**src/logic/mipsPkg.sv**
```systemverilog
package mipsPkg;

  localparam int dataWidth    = 32;
  localparam int regAddrWidth = 5;

  typedef logic [dataWidth-1:0]    word_t;
  typedef logic [regAddrWidth-1:0] regAddr_t;

  // Primary opcodes, MIPS encoding
  typedef enum logic [5:0] {
    OP_RTYPE = 6'b000000,
    OP_J     = 6'b000010,
    OP_BEQ   = 6'b000100,
    OP_BNE   = 6'b000101,
    OP_ADDIU = 6'b001001,
    OP_SLTI  = 6'b001010,
    OP_ANDI  = 6'b001100,
    OP_ORI   = 6'b001101,
    OP_LW    = 6'b100011,
    OP_SW    = 6'b101011
  } opcode_t;

  typedef enum logic [5:0] {
    FN_ADDU = 6'b100001,
    FN_AND  = 6'b100100,
    FN_OR   = 6'b100101
  } funct_t;

  typedef enum logic [2:0] {
    ALU_ADD,
    ALU_SUB,
    ALU_AND,
    ALU_OR,
    ALU_SLT   // Signed compare
  } aluOp_t;

  typedef enum logic [2:0] {
    SRCB_REG,
    SRCB_FOUR,
    SRCB_IMM_SEXT,
    SRCB_IMM_ZEXT,
    SRCB_BR_OFFSET   // Sign-extended immediate times 4
  } aluSrcB_t;

  typedef enum logic [2:0] {
    FETCH,
    DECODE,
    EXEC1,
    EXEC2,
    EXEC3,
    HALTED
  } cpuState_t;

  typedef struct packed {
    opcode_t    opcode;
    regAddr_t   rs;
    regAddr_t   rt;
    regAddr_t   rd;
    logic [4:0] shamt;
    funct_t     funct;
  } rFields_t;

  typedef struct packed {
    opcode_t     opcode;
    regAddr_t    rs;
    regAddr_t    rt;
    logic [15:0] imm16;
  } iFields_t;

  // One instruction word, R and I views; J target is the low 26 bits
  typedef union packed {
    rFields_t rFields;
    iFields_t iFields;
  } instrWord_t;

  typedef struct packed {
    logic     pcWrite;
    logic     pcBranch;   // Taken branch, PC loads ALUOut
    logic     pcJump;
    logic     irWrite;
    logic     iorD;       // Bus address from ALUOut instead of PC
    logic     aluSrcA;
    aluSrcB_t aluSrcB;
    aluOp_t   aluOp;
    logic     regWrite;
    logic     regDst;     // rd when set, rt otherwise
    logic     memToReg;
  } ctrlSignals_t;

  typedef struct packed {
    word_t address;
    logic  read;
    logic  write;
    word_t writeData;
  } memReq_t;

endpackage

```
**src/logic/mipsAlu.sv**
```systemverilog
`timescale 1ns/1ps

module mipsAlu import mipsPkg::*; (
  input  word_t  a,
  input  word_t  b,
  input  aluOp_t aluOp,
  output word_t  result,
  output logic   zero
);

  logic lessThan;

  assign lessThan = $signed(a) < $signed(b);

  always_comb begin
    case (aluOp)
      ALU_ADD: result = a + b;   // No overflow trap, ADDU/ADDIU semantics
      ALU_SUB: result = a - b;
      ALU_AND: result = a & b;
      ALU_OR:  result = a | b;
      ALU_SLT: result = {{(dataWidth-1){1'b0}}, lessThan};
      default: result = '0;
    endcase
  end

  // Branch compare runs a subtract and looks here
  assign zero = (result == '0);

endmodule

```
**src/logic/mipsControl.sv**
```systemverilog
`timescale 1ns/1ps

module mipsControl import mipsPkg::*; (
  input  logic         clk,
  input  logic         rstN,
  input  instrWord_t   instr,
  input  logic         aluZero,
  input  logic         pcIsZero,
  input  logic         waitRequest,
  output ctrlSignals_t ctrl,
  output logic         read,
  output logic         write,
  output logic         active
);

  cpuState_t state;
  cpuState_t stateNext;
  logic      running;     // Low in the first cycle after reset
  logic      fetchGo;
  opcode_t   opcode;
  funct_t    funct;
  aluOp_t    execOp;
  aluSrcB_t  execSrcB;
  logic      writesReg;
  logic      isLoad;
  logic      isStore;
  logic      isBranch;
  logic      isJump;

  assign opcode  = instr.iFields.opcode;
  assign funct   = instr.rFields.funct;
  assign fetchGo = running && !pcIsZero;

  // Instruction class and execute-stage ALU setup
  always_comb begin
    execOp    = ALU_ADD;
    execSrcB  = SRCB_IMM_SEXT;
    writesReg = 1'b0;
    isLoad    = 1'b0;
    isStore   = 1'b0;
    isBranch  = 1'b0;
    isJump    = 1'b0;
    case (opcode)
      OP_RTYPE: begin
        execSrcB  = SRCB_REG;
        writesReg = 1'b1;
        case (funct)
          FN_ADDU: execOp = ALU_ADD;
          FN_AND:  execOp = ALU_AND;
          FN_OR:   execOp = ALU_OR;
          default: writesReg = 1'b0;   // Unknown funct acts as a no-op
        endcase
      end
      OP_ADDIU: writesReg = 1'b1;
      OP_SLTI: begin
        execOp    = ALU_SLT;
        writesReg = 1'b1;
      end
      OP_ANDI: begin
        execOp    = ALU_AND;
        execSrcB  = SRCB_IMM_ZEXT;
        writesReg = 1'b1;
      end
      OP_ORI: begin
        execOp    = ALU_OR;
        execSrcB  = SRCB_IMM_ZEXT;
        writesReg = 1'b1;
      end
      OP_LW: isLoad = 1'b1;
      OP_SW: isStore = 1'b1;
      OP_BEQ, OP_BNE: begin
        execOp   = ALU_SUB;
        execSrcB = SRCB_REG;
        isBranch = 1'b1;
      end
      OP_J: isJump = 1'b1;
      default: ;
    endcase
  end

  always_comb begin
    stateNext = state;
    case (state)
      FETCH: begin
        if (pcIsZero) begin
          stateNext = HALTED;
        end else if (running && !waitRequest) begin
          stateNext = DECODE;
        end
      end
      DECODE: stateNext = EXEC1;
      EXEC1: stateNext = (writesReg || isLoad || isStore) ? EXEC2 : FETCH;
      EXEC2: begin
        if (!(isLoad || isStore)) begin
          stateNext = FETCH;
        end else if (!waitRequest) begin
          stateNext = isLoad ? EXEC3 : FETCH;
        end
      end
      EXEC3: stateNext = FETCH;
      HALTED: stateNext = HALTED;   // Left only through reset
      default: stateNext = FETCH;
    endcase
  end

  always_ff @(posedge clk) begin
    if (!rstN) begin
      state   <= FETCH;
      running <= 1'b0;
    end else begin
      state   <= stateNext;
      running <= 1'b1;
    end
  end

  always_comb begin
    ctrl = '0;
    case (state)
      FETCH: begin
        ctrl.aluSrcB = SRCB_FOUR;                  // PC+4
        ctrl.irWrite = fetchGo;
        ctrl.pcWrite = fetchGo && !waitRequest;
      end
      DECODE: ctrl.aluSrcB = SRCB_BR_OFFSET;     // Branch target into ALUOut
      EXEC1: begin
        ctrl.aluSrcA  = 1'b1;
        ctrl.aluSrcB  = execSrcB;
        ctrl.aluOp    = execOp;
        ctrl.pcBranch = isBranch && (aluZero ^ (opcode == OP_BNE));
        ctrl.pcWrite  = isJump;
        ctrl.pcJump   = isJump;
      end
      EXEC2: begin
        ctrl.iorD     = isLoad || isStore;
        ctrl.regWrite = writesReg;
        ctrl.regDst   = (opcode == OP_RTYPE);
      end
      EXEC3: begin
        ctrl.regWrite = isLoad;
        ctrl.memToReg = 1'b1;
      end
      default: ;
    endcase
  end

  assign read   = (state == FETCH && fetchGo) || (state == EXEC2 && isLoad);
  assign write  = (state == EXEC2) && isStore;
  assign active = (state != HALTED);

  strobesExclusive: assert property (@(posedge clk) disable iff (!rstN) !(read && write));

  haltedQuiet: assert property (@(posedge clk) disable iff (!rstN)
    state == HALTED |-> !read && !write);

  // A stalled read stays up until the bus takes it
  readHeld: assert property (@(posedge clk) disable iff (!rstN)
    read && waitRequest |=> read);

endmodule

```
**src/logic/mipsCpu.sv**
```systemverilog
`timescale 1ns/1ps

module mipsCpu import mipsPkg::*; #(
  parameter word_t resetVector = 32'h0000_0000
) (
  input  logic    clk,
  input  logic    rstN,
  output memReq_t memReq,
  input  word_t   readData,
  input  logic    waitRequest,
  output logic    active
);

  ctrlSignals_t ctrl;
  instrWord_t   instr;
  logic         aluZero;
  logic         pcIsZero;
  logic         read;
  logic         write;
  word_t        address;
  word_t        writeData;
  word_t        aluA;
  word_t        aluB;
  word_t        aluResult;
  word_t        rdataA;
  word_t        rdataB;
  word_t        wdata;
  regAddr_t     raddrA;
  regAddr_t     raddrB;
  regAddr_t     waddr;

  assign memReq = '{address: address, read: read, write: write, writeData: writeData};

  mipsControl u_mipsControl (
    .clk         (clk),
    .rstN        (rstN),
    .instr       (instr),
    .aluZero     (aluZero),
    .pcIsZero    (pcIsZero),
    .waitRequest (waitRequest),
    .ctrl        (ctrl),
    .read        (read),
    .write       (write),
    .active      (active)
  );

  mipsDatapath #(.resetVector(resetVector)) u_mipsDatapath (
    .clk         (clk),
    .rstN        (rstN),
    .ctrl        (ctrl),
    .readData    (readData),
    .waitRequest (waitRequest),
    .aluResult   (aluResult),
    .rdataA      (rdataA),
    .rdataB      (rdataB),
    .instr       (instr),
    .pcIsZero    (pcIsZero),
    .address     (address),
    .writeData   (writeData),
    .aluA        (aluA),
    .aluB        (aluB),
    .raddrA      (raddrA),
    .raddrB      (raddrB),
    .waddr       (waddr),
    .wdata       (wdata)
  );

  mipsAlu u_mipsAlu (
    .a      (aluA),
    .b      (aluB),
    .aluOp  (ctrl.aluOp),
    .result (aluResult),
    .zero   (aluZero)
  );

  mipsRegFile u_mipsRegFile (
    .clk    (clk),
    .raddrA (raddrA),
    .raddrB (raddrB),
    .waddr  (waddr),
    .wdata  (wdata),
    .wen    (ctrl.regWrite),
    .rdataA (rdataA),
    .rdataB (rdataB)
  );

endmodule

```
**src/logic/mipsDatapath.sv**
```systemverilog
`timescale 1ns/1ps

module mipsDatapath import mipsPkg::*; #(
  parameter word_t resetVector = 32'h0000_0000
) (
  input  logic         clk,
  input  logic         rstN,
  input  ctrlSignals_t ctrl,
  input  word_t        readData,
  input  logic         waitRequest,
  input  word_t        aluResult,
  input  word_t        rdataA,
  input  word_t        rdataB,
  output instrWord_t   instr,
  output logic         pcIsZero,
  output word_t        address,
  output word_t        writeData,
  output word_t        aluA,
  output word_t        aluB,
  output regAddr_t     raddrA,
  output regAddr_t     raddrB,
  output regAddr_t     waddr,
  output word_t        wdata
);

  word_t      pc;
  instrWord_t ir;
  word_t      regA;
  word_t      regB;
  word_t      aluOut;
  word_t      mdr;
  word_t      nextPc;
  word_t      jumpTarget;
  word_t      immSext;
  word_t      immZext;
  logic       busDone;

  assign busDone = !waitRequest;   // Transfer completes this cycle

  always_ff @(posedge clk) begin
    if (!rstN) begin
      pc <= resetVector;
    end else if (ctrl.pcWrite || ctrl.pcBranch) begin
      pc <= nextPc;
    end
  end

  always_ff @(posedge clk) begin
    if (ctrl.irWrite && busDone) begin
      ir <= readData;
    end
    if (ctrl.iorD && busDone) begin
      mdr <= readData;
    end
    // ALUOut is the bus address during a data access, so it holds there
    if (!ctrl.iorD) begin
      aluOut <= aluResult;
    end
    regA <= rdataA;
    regB <= rdataB;
  end

  assign immSext    = {{16{ir.iFields.imm16[15]}}, ir.iFields.imm16};
  assign immZext    = {16'h0000, ir.iFields.imm16};
  assign jumpTarget = {pc[31:28], ir[25:0], 2'b00};   // PC already at PC+4

  always_comb begin
    if (ctrl.pcJump) begin
      nextPc = jumpTarget;
    end else if (ctrl.pcBranch) begin
      nextPc = aluOut;      // Target from DECODE
    end else begin
      nextPc = aluResult;   // PC+4 in FETCH
    end
  end

  assign aluA = ctrl.aluSrcA ? regA : pc;

  always_comb begin
    case (ctrl.aluSrcB)
      SRCB_REG:       aluB = regB;
      SRCB_FOUR:      aluB = 32'd4;
      SRCB_IMM_SEXT:  aluB = immSext;
      SRCB_IMM_ZEXT:  aluB = immZext;
      SRCB_BR_OFFSET: aluB = {immSext[29:0], 2'b00};
      default:        aluB = '0;
    endcase
  end

  assign raddrA = ir.rFields.rs;
  assign raddrB = ir.rFields.rt;
  assign waddr  = ctrl.regDst ? ir.rFields.rd : ir.rFields.rt;
  assign wdata  = ctrl.memToReg ? mdr : aluOut;

  assign instr     = ir;
  assign pcIsZero  = (pc == '0);
  assign address   = ctrl.iorD ? aluOut : pc;
  assign writeData = regB;

endmodule

```
**src/logic/mipsRegFile.sv**
```systemverilog
`timescale 1ns/1ps

module mipsRegFile import mipsPkg::*; (
  input  logic     clk,
  input  regAddr_t raddrA,
  input  regAddr_t raddrB,
  input  regAddr_t waddr,
  input  word_t    wdata,
  input  logic     wen,
  output word_t    rdataA,
  output word_t    rdataB
);

  word_t regs [2**regAddrWidth];

  // Writes to $zero are dropped
  always_ff @(posedge clk) begin
    if (wen && waddr != '0) begin
      regs[waddr] <= wdata;
    end
  end

  // Asynchronous reads, entry 0 masked to zero
  assign rdataA = (raddrA == '0) ? '0 : regs[raddrA];
  assign rdataB = (raddrB == '0) ? '0 : regs[raddrB];

  zeroReg: assert property (@(posedge clk)
    (raddrA == '0 |-> rdataA == '0) and (raddrB == '0 |-> rdataB == '0));

endmodule

```
**config.mk**
```make
export PLATFORM = sky130hd
export DESIGN_NAME = mipsCpu
export DESIGN_NICKNAME = d
export VERILOG_FILES = /design/src/logic/mipsPkg.sv /design/src/logic/mipsAlu.sv /design/src/logic/mipsControl.sv /design/src/logic/mipsCpu.sv /design/src/logic/mipsDatapath.sv /design/src/logic/mipsRegFile.sv
export SDC_FILE = /design/constraint.sdc
export NUM_CORES = 2
export LEC_CHECK = 0
export BUFFER_PORTS_ARGS = -buffer_cell sky130_fd_sc_hd__buf_2
export CORE_MARGIN = 3
export CORE_UTILIZATION = 50
export DETAILED_ROUTE_END_ITERATION = 10
export PLACE_DENSITY = 0.66
export REMOVE_ABC_BUFFERS = 1
export SETUP_SLACK_MARGIN = 0.2
export SYNTH_ARGS = -nofsm -noshare
export SYNTH_HDL_FRONTEND = slang
export SYNTH_SLANG_ARGS = --single-unit
```
**constraint.sdc**
```tcl
create_clock -name clk -period 8 [get_ports clk]
set_input_delay 1.6 -clock clk [delete_from_list [all_inputs] [get_ports clk]]
set_output_delay 1.6 -clock clk [all_outputs]
set_load 0.03 [all_outputs]
```
* After elaboration in Yosys (flattened, before gate mapping)
Memory sizes are Yosys's and may differ from the RTL's. A register that Yosys moved wholly into a read port is not among the register bits.
Cells that the tools add are included.
** Storage, ports and cells
- Memories :: 1
- Word-level logic and storage cells :: 113
- Bits in writable memories :: 1024
- Bits of input ports :: 35
- Bits in registers :: 132
** Memories
- u_mipsRegFile.regs :: depth 32, bits a word 32, rd ports 2, clocked after memory_dff 2, write ports 1, RTL line mipsRegFile.sv:14 : word_t regs [2**regAddrWidth];
** Operators by class
- Reductions and logical operators :: 33
- Equality and inequality tests :: 28
- Bitwise operators :: 4
- $add $sub $neg :: 2
- Magnitude comparators :: 1
- Muxes and demuxes :: 37
** Operators with widths (count)
- case mux 32 bit (5 select lines) :: 2
- two-way mux 32 bit :: 4
- zero test 32 bit :: 2
- adder 32 bit :: 1
- bitwise AND 32 bit :: 1
- < comparator 32 bit :: 1
- OR 32 bit :: 1
- subtractor 32 bit :: 1
- == test 6 bit (second input constant) :: 5
- case mux 3 bit (5 select lines) :: 2
- two-way mux 28 bit :: 1
- == test 6 x 4 -> 1 bit (second input constant) :: 4
- == test 3 x 2 -> 1 bit (second input constant) :: 6
- two-way mux 3 bit :: 6
- two-way mux 1 bit :: 13
- == test 3 bit (second input constant) :: 4
- == test 6 x 3 -> 1 bit (second input constant) :: 2
- logical AND 1 bit :: 10
- zero test 5 bit :: 2
- == test 3 x 1 -> 1 bit (second input constant) :: 3
- zero test 3 bit :: 3
- case mux 3 bit (3 select lines) :: 1
- case mux 2 bit (2 select lines) :: 2
- == test 6 x 2 -> 1 bit (second input constant) :: 1
- 15 further kinds :: 27

* Depth between registers and ports, before layout
- Word-level depth :: 14
- Depth in mapped cells :: 24

* Hierarchy
A second synthesis with hierarchy kept.
** Second synthesis, totals
- Cells, all modules :: 4027
- Area total of the unflattened synthesis :: 61616.6 µm²
** Modules (own cells, without submodules)
- mipsRegFile :: cells each 2564, times used 1, area each 47904.7 µm²
- mipsDatapath :: cells each 591, times used 1, area each 7992.7 µm²
- mipsAlu :: cells each 800, times used 1, area each 5236.3 µm²
- mipsControl :: cells each 70, times used 1, area each 467.9 µm²
- mipsCpu :: cells each 2, times used 1, area each 15.0 µm²

* Least setup slack after synthesis
OpenSTA, ideal clock, no wires.
- Kind :: register to register
- From :: register u_mipsDatapath.ir (netlist bit u_mipsDatapath.instr[28])
- To :: register u_mipsDatapath.pc[0]
- Data required time :: 7926 ps
- Cell stages (with the launch flop) :: 25
- Period minus slack after synthesis :: 6225 ps
- Path slack :: 1775 ps
- Arrival :: 6151 ps
- Cells stage by stage :: edfxtp_1 -> buf_2 -> and2b_1 -> nand2_1 -> nor2_1 -> nor3_1 -> nor2_1 -> nor3b_1 -> clkbuf_1 -> a21oi_1 -> ha_1 -> clkbuf_1 -> or4_1 -> nand4b_1 -> inv_1 -> o2111ai_1 -> nand4b_1 -> nand2_1 -> o311a_1 -> a211oi_1 -> nand4_1 -> nor4_2 -> mux2i_1 -> buf_6 -> mux2i_1
** Between the ends
- Word-level cells in the longest chain between the ends :: 14
- Elaborated cells between the ends (all ways) :: 41
- Classes of those cells :: 2 x add/sub; 1 x order compare; 14 x eq/ne; 12 x mux; 3 x bitwise; 9 x reduce/logical
** Ends and longest elaborated chain
- start, declared :: RTL line mipsDatapath.sv:27 : instrWord_t ir;
- start signal, assigned :: RTL line mipsDatapath.sv:50 : ir <= readData;
- == test 6 x 3 -> 1 bit, or another cell as far along :: RTL line mipsControl.sv:43 : case (opcode)
- OR reduction 3 bit (no source line) or OR reduction 2 bit (tied branches)
- case mux 2 bit (2 select lines) :: RTL line mipsControl.sv:43
- case mux 3 bit (3 select lines) :: RTL line mipsControl.sv:118 : case (state)
- == test 3 bit, or another cell as far along :: RTL line mipsDatapath.sv:80 : case (ctrl.aluSrcB)
- case mux 32 bit (5 select lines) :: RTL line mipsDatapath.sv:80
- subtractor 32 bit, or another cell as far along :: RTL line mipsAlu.sv:18 : ALU_SUB: result = a - b;
- case mux 32 bit (5 select lines) :: RTL line mipsAlu.sv:16 : case (aluOp)
- zero test 32 bit :: RTL line mipsAlu.sv:27 : assign zero = (result == '0);
- XOR 1 bit :: RTL line mipsControl.sv:129 : ctrl.pcBranch = isBranch && (aluZero ^ (opcode == OP_BNE));
- logical AND 1 bit :: RTL line mipsControl.sv:129
- two-way mux 2 bit :: RTL line mipsControl.sv:118
- two-way mux 32 bit :: RTL line mipsDatapath.sv:70 : end else if (ctrl.pcBranch) begin
- two-way mux 28 bit :: RTL line mipsDatapath.sv:68 : if (ctrl.pcJump) begin
- end signal, assigned :: RTL line mipsDatapath.sv:42 : pc <= resetVector;
- end signal, assigned :: RTL line mipsDatapath.sv:44 : pc <= nextPc;
- end, declared :: RTL line mipsDatapath.sv:26 : word_t pc;
Parallel ways exist; a longest one is shown, timed or not.
A chain may end at the register's enable or synchronous reset.

* Final worst setup path
- From :: register u_mipsDatapath.ir (netlist bit u_mipsDatapath.instr[28])
- To :: register u_mipsDatapath.pc[12]
** Between the ends
- Word-level cells in the longest chain between the ends :: 14
- Elaborated cells between the ends (all ways) :: 41
- Classes of those cells :: 2 x add/sub; 1 x order compare; 14 x eq/ne; 12 x mux; 3 x bitwise; 9 x reduce/logical
** Ends and longest elaborated chain
- == test 6 x 3 -> 1 bit, or another cell as far along :: RTL line mipsControl.sv:43
- OR reduction 3 bit (no source line) or OR reduction 2 bit (tied branches)
- case mux 2 bit (2 select lines) :: RTL line mipsControl.sv:43
- case mux 3 bit (3 select lines) :: RTL line mipsControl.sv:118
- == test 3 bit, or another cell as far along :: RTL line mipsDatapath.sv:80
- case mux 32 bit (5 select lines) :: RTL line mipsDatapath.sv:80
- subtractor 32 bit, or another cell as far along :: RTL line mipsAlu.sv:18
- case mux 32 bit (5 select lines) (*) :: RTL line mipsAlu.sv:16
- named net aluResult[5] :: RTL line mipsCpu.sv:24 : word_t aluResult;
- zero test 32 bit (*) :: RTL line mipsAlu.sv:27
- XOR 1 bit (*) :: RTL line mipsControl.sv:129
- logical AND 1 bit (*) :: RTL line mipsControl.sv:129
- two-way mux 2 bit (*) :: RTL line mipsControl.sv:118
- two-way mux 32 bit :: RTL line mipsDatapath.sv:70
- two-way mux 28 bit :: RTL line mipsDatapath.sv:68
The timed path passes the listed nets; every way through them passes the cells marked *.

==> results.json <==
{
  "clock_skew_ns": 0.0322,
  "critical_path_required_ns": 8.64,
  "synth_sequential_area_ratio_pct": 58.6,
  "post-route-drc-count": 0,
  "die_height_um": 355,
  "crit_path_start_kind": "flip-flop",
  "areaGrowthSynthToFinish_pct": 10.8,
  "clk_path_buf_depth": 3,
  "clock.fmax_mhz": 136,
  "dpl-instance-area_mm2": 0.0634,
  "timing.critical_path.to_type": "flip-flop",
  "hold_path_class": "reg -> reg",
  "synth-warning-count": 0,
  "worst-endpoint-arrival_ns": 8.01,
  "final.fill_count": 9167,
  "min_period_ns": 7.37,
  "top_level_ports": 102,
  "placedCellCount": 5200,
  "layout_commonest_cell": "edfxtp_1",
  "first_pass_iters": 8,
  "rows": 127,
  "cts_tree": "done",
  "drt-vias-per-instance": 6.97,
  "via_count": 37900,
  "gp_congestion": 0.977,
  "status": "finished clean",
  "p_leak_nw": 22.9,
  "power.density_mw_per_mm2": 322,
  "worst-setup-path-type": "reg -> reg",
  "synthesis.area_per_instance_um2": 16.7,
  "fp.coreArea_mm2": 0.120,
  "synth_enable_flop_cells": 1120,
  "die_area_mm2": 0.126,
  "grt_antenna_before_repair": 21,
  "grt_max_degree": 133,
  "total_power_w": 0.0217,
  "dp_hpwl_um": 115000,
  "numCtsBuffers": 121,
  "cts_sinks": 1220,
  "layout_common_cells": "edfxtp_1, mux4_2, nand2_1",
  "postLayoutCellArea_mm2": 0.0674,
  "grt_remaining_overflow": 0,
  "routed_len_inst_um": 35.0,
  "post_route_cells_drive_above_1_share_pct": 29.4,
  "maxSlewHeadroom_pct": 18.4,
  "master_cell_of_the_clock_root_buffer": "clkbuf_16",
  "post-route-period-util_pct": 92.1,
  "port_buffer_count": 101,
  "synth.cell_area_mm2": 0.0608,
  "setup_viol": 0,
  "drtIter0Drc": 5712,
  "die_width_um": 355,
  "synth_flop_cell": "edfxtp_1",
  "layoutNonFillerInstCount": 5434,
  "clock_tree.htree_level_count": 3,
  "cts.repair_timing.setup_buffer_count": 0,
  "synth_cell_type_count": 99,
  "cap_violations": 0,
  "critPathMaxFanout": 32,
  "globalRouteTotalUtil_pct": 30.2,
  "post_synthesis_instance_total": 3641,
  "cts.clk_slew.worst_paths_ns": 0.07,
  "max_slew.worst_pin.slew_ns": 1.21,
  "final_hold_viol_count": 0,
  "rsz0062_at_grt": "no",
  "grt_first_pass_wirelength_um": 271000,
  "number_of_global_route_vias_before_repair": 36400,
  "net_count_reported_at_finish": 3844,
  "vdd_drop_max_mv": 0.247,
  "wl_um": 190000,
  "floorplan.initialDensity_pct": 50.6,
  "async_reset_ff_share_pct": 0,
  "hold_ws_ns": 0.609,
  "antenna_violating_nets_post_route": 0,
  "report.final.slew_viol_count": 0,
  "synth.ff_latch_count": 1220,
  "clk_latency_ns": 0.72
}
timing repair:
item	in CTS	in global routing
setup endpoints to repair	0	32
hold endpoints to repair	0	0
resized for setup	0	2
hold buffers	0	0
cell type report:
type	instances	area, um2	area share, %
Clock buffer	167	3390	5.03
Multi-Input combinational cell	2072	24100	35.8
Timing Repair Buffer	183	1230	1.83
Sequential cell	1220	35600	52.8
Inverter	113	424	0.629
Clock inverter	63	586	0.868
Antenna cell	4	10.0	0.0148
Tap cell	1612	2020	2.99
state kept, by name (all words and copies together) (netlist names), 3 cells and up:
name	cells
u_mipsDatapath.aluOut	32
u_mipsDatapath.pc	32
u_mipsDatapath.writeData	32
u_mipsControl.state	3
u_mipsDatapath.regA	32
u_mipsDatapath.instr	32
u_mipsRegFile.regs	1024
u_mipsDatapath.mdr	32
worst paths after layout:
check / from / endpoint / slack [ns] / cells past startpoint
max: u_mipsDatapath.instr[28] / u_mipsDatapath.pc[12] / 0.63 / 22
min: u_mipsDatapath.aluOut[5] / u_mipsDatapath.pc[5] / 0.61 / 2
max reg2reg: u_mipsDatapath.instr[28] / u_mipsDatapath.pc[12] / 0.63 / 22
min reg2reg: u_mipsDatapath.aluOut[5] / u_mipsDatapath.pc[5] / 0.61 / 2
stage by stage:
step	setup WS (ns)	util [%]	TNS [ns]
after floorplan	-5.85	-	-5044.96
after global placement	0.919	52.7	0
after detailed placement	0.759	52.7	0
after CTS	0.675	56.0	0
after global routing	0.201	56.1	0
final	0.631	56.1	0
cells in the mapped netlist (10+ instances only):
library cell	instances	share of area [%]
mux2i_1	105	1.7
o31ai_1	15	0.19
clkbuf_1	176	1.1
ha_1	96	2.0
edfxtp_1	1120	55
nor2b_1	15	0.15
nand4_1	18	0.19
a31oi_1	19	0.20
o221ai_1	11	0.16
mux2_2	33	0.61
o21a_1	13	0.16
dfxtp_1	100	3.3
inv_1	112	0.69
buf_2	24	0.20
o21bai_1	10	0.12
and3_1	11	0.11
nand2b_1	25	0.26
a21oi_1	107	0.88
a211oi_1	21	0.26
nor3_1	30	0.25
a21o_1	19	0.23
buf_1	56	0.35
or3_1	12	0.12
a222oi_1	13	0.21
nand3_1	26	0.21
o211ai_1	55	0.68
mux4_2	640	24
nor2_1	177	1.1
or2_2	10	0.10
o21ai_0	69	0.57
nor4_1	26	0.27
nand2_1	285	1.8
power by group:
group          leakage, nW  internal, W  total, W  switching (W)
clock network         1.95      0.00325   0.00571        0.00247
logic                 9.78      0.00257   0.00741        0.00484
registers             11.1      0.00807   0.00861       0.000538
cell families after synthesis:
group,count (synthesis),share of synthesized area [%]
AO/OA/AOI/OAI,467,5.42
XOR/XNOR,10,0.144
adder cells (fa/ha/maj),98,2.04
buffers and inverters,380,2.50
flip-flops,1220,58.6
multiplexers,778,26.0
other,1,0.00616
AND/OR/NAND/NOR,687,5.30
routing by layer:
metal  GRT usage [%]  up-vias  part of all wire, %
met3            7.57      405                   12
met2            45.0     2520                   45
met5               0        -                0.063
met1            43.3    19800                   38
met4            11.4       20                  4.0
li1                -    15100                    -
critical path, cell delays in order (launching register included):
cell and delay (ns):
edfxtp_1 0.60, and2b_1 0.31, nand2_1 0.10, nor2_1 0.36, nor3_2 0.06, buf_4 0.21
nor3_2 0.18, buf_4 0.35, a222oi_1 0.21, ha_1 0.44, nor2_1 0.34, o311ai_2 0.29
and3_1 0.27, o32ai_2 0.25, o221ai_1 0.25, a2111oi_1 0.67, nand4_1 0.31, nor4_1 0.60
nand4_1 0.21, nor4_2 0.40, mux2i_4 0.31, buf_12 0.26, mux2i_1 0.23
No activity file was read; power rests on OpenSTA's default activity.
